## src/mont_macros.svh

```systemverilog
// Word size, operand length and inverse iteration count for the Montgomery multiplier
`ifndef MONT_MACROS_SVH
`define MONT_MACROS_SVH

// Bits per word (16 or 32)
`define MONT_RADIX 16

// Words per operand (2 or more)
`define MONT_NUM_WORDS 4

// Newton steps for the word inverse equal log2 of the radix
`define MONT_INV_STEPS 4

`endif

```

## src/mont_pkg.sv

```systemverilog
// Package with word, operand, link and request types and the controller state enum
`include "mont_macros.svh"

package mont_pkg;

    // One radix word
    typedef logic [`MONT_RADIX-1:0] mont_word_t;

    // Whole operand, least significant word at index 0
    typedef mont_word_t [`MONT_NUM_WORDS-1:0] mont_operand_t;

    // Request sampled on start
    typedef struct packed {
        mont_operand_t a;
        mont_operand_t b;
        mont_operand_t p;
    } mont_req_t;

    // Element j to element j+1
    typedef struct packed {
        mont_word_t             a;
        mont_word_t             m;
        logic [`MONT_RADIX:0]   c;
    } mont_link_t;

    // Controller phases
    typedef enum logic [2:0] {
        ST_IDLE,
        ST_INV,
        ST_FEED,
        ST_DRAIN,
        ST_REDUCE,
        ST_DONE
    } mont_state_e;

endpackage

```

## src/mont_ctrl.sv

```systemverilog
// Controller FSM: word inverse, a-word feeding, drain, final subtraction and done pulse
`include "mont_macros.svh"

module mont_ctrl (
    input  logic                    clk,
    input  logic                    reset_n,
    input  logic                    start_i,
    input  mont_pkg::mont_req_t     req_i,
    input  mont_pkg::mont_operand_t s_words_i,
    input  logic                    carry_i,
    output logic                    clear_o,
    output logic                    odd_o,
    output mont_pkg::mont_word_t    a_word_o,
    output mont_pkg::mont_operand_t b_o,
    output mont_pkg::mont_operand_t p_o,
    output mont_pkg::mont_word_t    n_prime_o,
    output mont_pkg::mont_operand_t result_o,
    output logic                    done_o,
    output logic                    busy_o
);

    import mont_pkg::*;

    localparam int N     = `MONT_NUM_WORDS;
    localparam int W     = N * `MONT_RADIX;
    localparam int CNT_W = 8;

    mont_state_e        state;
    logic [CNT_W-1:0]   cnt;
    mont_operand_t      a_q;
    mont_word_t         inv_q;
    mont_word_t         inv_chk;
    logic [W:0]         full_sum;
    logic [W:0]         diff;

    // ------------------------------------------------------------------------
    // FSM and operand registers
    // ------------------------------------------------------------------------
    always_ff @(posedge clk or negedge reset_n) begin
        if (!reset_n) begin
            state   <= ST_IDLE;
            cnt     <= '0;
            clear_o <= 1'b0;
        end else begin
            clear_o <= 1'b0;
            cnt     <= cnt + 1'b1;
            case (state)
                ST_IDLE: begin
                    cnt <= '0;
                    if (start_i) begin
                        clear_o <= 1'b1;
                        state   <= ST_INV;
                    end
                end
                ST_INV: begin
                    if (cnt == CNT_W'(`MONT_INV_STEPS - 1)) begin
                        cnt   <= '0;
                        state <= ST_FEED;
                    end
                end
                ST_FEED: begin
                    if (cnt == CNT_W'(2 * N - 1)) begin
                        cnt   <= '0;
                        state <= ST_DRAIN;
                    end
                end
                ST_DRAIN: begin
                    if (cnt == CNT_W'(2 * N - 1)) begin
                        state <= ST_REDUCE;
                    end
                end
                ST_REDUCE: state <= ST_DONE;
                default:   state <= ST_IDLE;
            endcase
        end
    end

    // Request words and word inverse
    always_ff @(posedge clk) begin
        if (state == ST_IDLE && start_i) begin
            a_q   <= req_i.a;
            b_o   <= req_i.b;
            p_o   <= req_i.p;
            // p0 is its own inverse mod 8 which gives three good bits
            inv_q <= req_i.p[0];
        end else if (state == ST_INV) begin
            // Newton step x = x * (2 - p0 * x) doubles the correct bits
            inv_q <= inv_q * (mont_word_t'(2) - p_o[0] * inv_q);
        end
    end

    // ------------------------------------------------------------------------
    // Final subtraction
    // ------------------------------------------------------------------------
    assign full_sum = {carry_i, s_words_i};
    assign diff     = full_sum - {1'b0, p_o};

    always_ff @(posedge clk) begin
        if (state == ST_REDUCE) begin
            // Borrow clear means the sum was at least p
            result_o <= diff[W] ? s_words_i : diff[W-1:0];
        end
    end

    // ------------------------------------------------------------------------
    // Outputs
    // ------------------------------------------------------------------------
    assign n_prime_o = -inv_q;
    // First cycle of each pair carries a new a-word
    assign odd_o     = (state == ST_FEED) && !cnt[0];
    assign a_word_o  = a_q[cnt[CNT_W-1:1] % N];
    assign done_o    = (state == ST_DONE);
    assign busy_o    = (state != ST_IDLE);
    assign inv_chk   = n_prime_o * p_o[0];

    a_p_odd : assert property (
        @(posedge clk) disable iff (!reset_n)
        start_i && state == ST_IDLE |-> req_i.p[0][0]
    );

    a_inverse_ok : assert property (
        @(posedge clk) disable iff (!reset_n)
        state == ST_FEED |-> inv_chk == '1
    );

    a_done_pulse : assert property (
        @(posedge clk) disable iff (!reset_n)
        done_o |=> !done_o
    );

endmodule

```

## config.mk

```make
export PLATFORM = sky130hd
export DESIGN_NAME = mont_ctrl
export DESIGN_NICKNAME = d
export VERILOG_FILES = /design/src/mont_pkg.sv /design/src/mont_ctrl.sv
export VERILOG_INCLUDE_DIRS = /design/src
export SDC_FILE = /design/constraint.sdc
export NUM_CORES = 1
export LEC_CHECK = 0
export ABC_CLOCK_PERIOD_IN_PS = 9890
export BUFFER_PORTS_ARGS = -buffer_cell sky130_fd_sc_hd__buf_2
export CAP_MARGIN = 20
export CELL_PAD_IN_SITES_DETAIL_PLACEMENT = 1
export CELL_PAD_IN_SITES_GLOBAL_PLACEMENT = 1
export CORE_UTILIZATION = 39
export DETAILED_ROUTE_END_ITERATION = 8
export HOLD_SLACK_MARGIN = 0.12
export PLACE_DENSITY = 0.84
export SLEW_MARGIN = 40
export SYNTH_ARGS = -nofsm -noshare
export SYNTH_HDL_FRONTEND = slang
export SYNTH_SLANG_ARGS = --single-unit
```

## constraint.sdc

```tcl
create_clock -name clk -period 9.89 [get_ports clk]
set_input_delay 1.4835 -clock clk [delete_from_list [all_inputs] [get_ports clk]]
set_output_delay 1.4835 -clock clk [all_outputs]
set_load 0.02 [all_outputs]
```

==> flow_metrics.tcl <==
set metrics [dict create \
    overflow 0 \
    portBuffers 487 \
    area_delta_synth_final_pct 24.04 \
    placed_cell_area_um2 26540 \
    numCtsBuffers 35 \
    maxCapViolCount 0 \
    start_util_pct 39.39 \
    postSynthCellCount 2122 \
    status "finished, violations left" \
    critPathLaunchType "register" \
    cts.sinks 284 \
    drc 0 \
    grt_max_degree 170 \
    multi_input_area_um2 12840 \
    cts_root_buf "clkbuf_16" \
    cpMaxStageDelayCell "fa_1" \
    finalInstanceArea_um2 28140 \
    synth_edf_count 272 \
    drive_above_1_share_pct 27.73 \
    drt_first_pass_iters 6 \
    max_clock_freq_ghz 0.09868 \
    fin_skew_ns 0.03080 \
    reg2reg_from "p_o[8]$_DFFE_PP_" \
    grt_antenna_before_repair 16 \
    htreeDepth 2 \
    fin_crit_ns 10.13 \
    max_slew_margin_pct 47.38 \
    grt_pass1_wl_um 122800 \
    ys_seq_elements 284 \
    cts_hold_buf 0 \
    die_w_um 243.2 \
    yosys_warnings 0 \
    violations "negative setup slack" \
    fillCellCount 6425 \
    worstSkewPairLatency_ns 0.57 \
    period_share_pct 102.5 \
    synthFlopType "edfxtp_1" \
    setup_viol 1 \
    drv_slew 0 \
    end_kind "register" \
    worstMarginPinSlew_ns 0.7807 \
    first_global_vias 20400 \
    vias_per_cell 5.353 \
    ys_seq_area_share_pct 37.33 \
    clkTransAtPathRegs_ns 0.06 \
    post-dp-hpwl_um 65740 \
    cts_buffer_depth 3 \
    async_flop_share_pct 4.225 \
    synth_area_um2 22690 \
    drt-initial-drc-count 1189 \
    synth.distinct_cells 80 \
    row_count 88 \
    arrival_ns 10.41 \
    ant_nets 0 \
    via_count 18620 \
    chipHeight_um 243.2 \
    hp-start "cnt[0]$_DFF_PN0_" \
    crit_fanout 6 \
    min_path_type "register to register" \
    final_hold_viol_count 0 \
    final.setup.worst_slack_ns -0.2438 \
    syn_nets 2720 \
    r2r_slack_ns -0.24 \
    timing.critical_path.required_ns 10.17 \
    seq_area_um2 8471 \
    worstSetupStartpoint "p_o[8]$_DFFE_PP_" \
    routed_wl_um 82270 \
    gp_congestion 0.9486 \
    routedWlPerCell_um 23.65 \
    crit_type "register to register" \
    io_pins 488 \
    dieArea_um2 59140 \
    cts_tree "yes" \
    synth.avg_cell_area_um2 10.69 \
    cpPeakStageDelay_ns 0.54 \
    rsz0062_at_grt "true" \
    cpMostUsedCell "fa_1" \
    core_um2 57590 \
    final_nets 3281 \
    grt_usage_pct 27.38 \
]
==> registers in the layout, indices dropped and copies added, names as in the netlist <==
name / flops
a_q: 64
b_o: 64
p_o: 64
result_o: 64
inv_q: 16
cnt: 8
state: 3
clear_o: 1
==> path summary, 6_finish.rpt <==
path,end,cells past startpoint
min in group asynchronous,cnt[4]$_DFF_PN0_,1
max,inv_q[15]$_DFFE_PP_,36
max reg2reg,inv_q[15]$_DFFE_PP_,36
max in group asynchronous,cnt[2]$_DFF_PN0_,1
min,cnt[0]$_DFF_PN0_,1
min reg2reg,cnt[0]$_DFF_PN0_,1
==> synthesized netlist by cell type, drive strengths merged (4+ instances only) <==
| library cell | number | area (um2) |
|---|---|---|
| o21bai | 21 | 157.7 |
| nand3b | 4 | 30.03 |
| nand3 | 29 | 157.7 |
| xor2 | 46 | 410.4 |
| nor4 | 12 | 87.58 |
| nand2b | 19 | 118.9 |
| nor2 | 76 | 285.3 |
| xnor2 | 101 | 884.6 |
| o31ai | 9 | 72.57 |
| nor2b | 17 | 106.4 |
| ha | 176 | 2202 |
| buf | 16 | 116.4 |
| a311oi | 4 | 35.03 |
| o21ai | 62 | 314.0 |
| a211oi | 6 | 50.05 |
| inv | 342 | 1284 |
| and3 | 14 | 87.58 |
| o2111ai | 4 | 35.03 |
| a31o | 4 | 35.04 |
| nor3 | 19 | 100.1 |
| o21a | 6 | 45.04 |
| xnor3 | 4 | 90.09 |
| a21o | 55 | 412.9 |
| or3 | 9 | 61.31 |
| mux4 | 16 | 360.4 |
| mux2 | 64 | 720.7 |
| a21boi | 4 | 30.03 |
| mux2i | 6 | 60.06 |
| nand2 | 214 | 805.8 |
| clkbuf | 66 | 247.7 |
| dfrtp | 12 | 300.3 |
| and2 | 102 | 640.6 |
| edfxtp | 272 | 8168 |
| a21oi | 89 | 456.7 |
| fa | 162 | 3243 |
| nand4 | 11 | 68.82 |
| or2 | 4 | 25.02 |
| a31oi | 14 | 87.58 |
==> critical path, delay by kind of cell (launching register included) <==
family,cells,cell delay [ns]
AOI/OAI and AO/OA,3,0.59
xor gates and xnor gates,10,1.93
adders and majority gates,13,5.89
buffers and inverters,8,0.47
DFF,1,0.43
muxes,1,0.31
and+or+nand+nor,1,0.22
==> logic make-up after synthesis <==
family                     share of synthesized area (%)
and+or+nand+nor                                    11.57
buffers and inverters                              7.264
adders and majority gates                          24.00
AOI/OAI and AO/OA                                  8.703
DFF                                                37.33
xor gates and xnor gates                           6.106
muxes                                              5.030
==> metrics by stage <==
step | std cells | util, % | setup TNS, ns | setup WS, ns | hold slack (ns)
floorplan | 2122 | - | 0 | 0.01773 | 0.4473
CTS | 3465 | 48.52 | -0.1290 | -0.1290 | 0.4940
global route | 3475 | 48.85 | -0.5663 | -0.5663 | 0.5350
global placement | 3392 | 46.08 | -0.2248 | -0.2248 | 0.4717
finish | 3478 | 48.86 | -0.2438 | -0.2438 | 0.4939
detailed placement | 3392 | 46.10 | -0.4960 | -0.4960 | 0.4820
==> area by class of cell <==
class	instances	share of cell area, %
antenna	8	0.07115
clock buffer	39	3.202
clock inverter	20	0.8004
inverter	342	4.571
multi-input combinational	1414	45.62
sequential	284	30.10
tap	765	3.402
timing repair buffer	606	12.23
==> repair_timing <==
item,CTS,global route
setup endpoints to repair,1,1
gates cloned,0,0
resized for setup,40,21
pin swaps,27,23
buffers inserted,14,4
==> layout by cell type, fill, tap and decap left out, types with 16 or more instances in the layout <==
master	n
buf_2	487
nand2b_1	19
and2_1	96
xnor2_1	97
ha_1	171
fa_1	160
a21o_1	55
mux4_2	16
nand2_1	213
inv_1	335
mux2_1	56
nor2b_1	17
o21bai_1	21
nor2_1	71
edfxtp_1	272
nand3_1	27
a21oi_1	86
clkbuf_16	35
o21ai_0	54
xor2_1	45
nor3_1	16
buf_4	103
==> metal layers <==
layer | share of wire [%] | global-route usage (%) | wire, um
met1 | 38 | 32.45 | 31440
met2 | 50 | 47.99 | 41150
met3 | 7.0 | 5.418 | 5744
met4 | 4.7 | 11.73 | 3872
met5 | 0.079 | 0 | 65
Power is not shown: default switching activity piles up to over one toggle a cycle in this logic, so the estimate is an artifact.
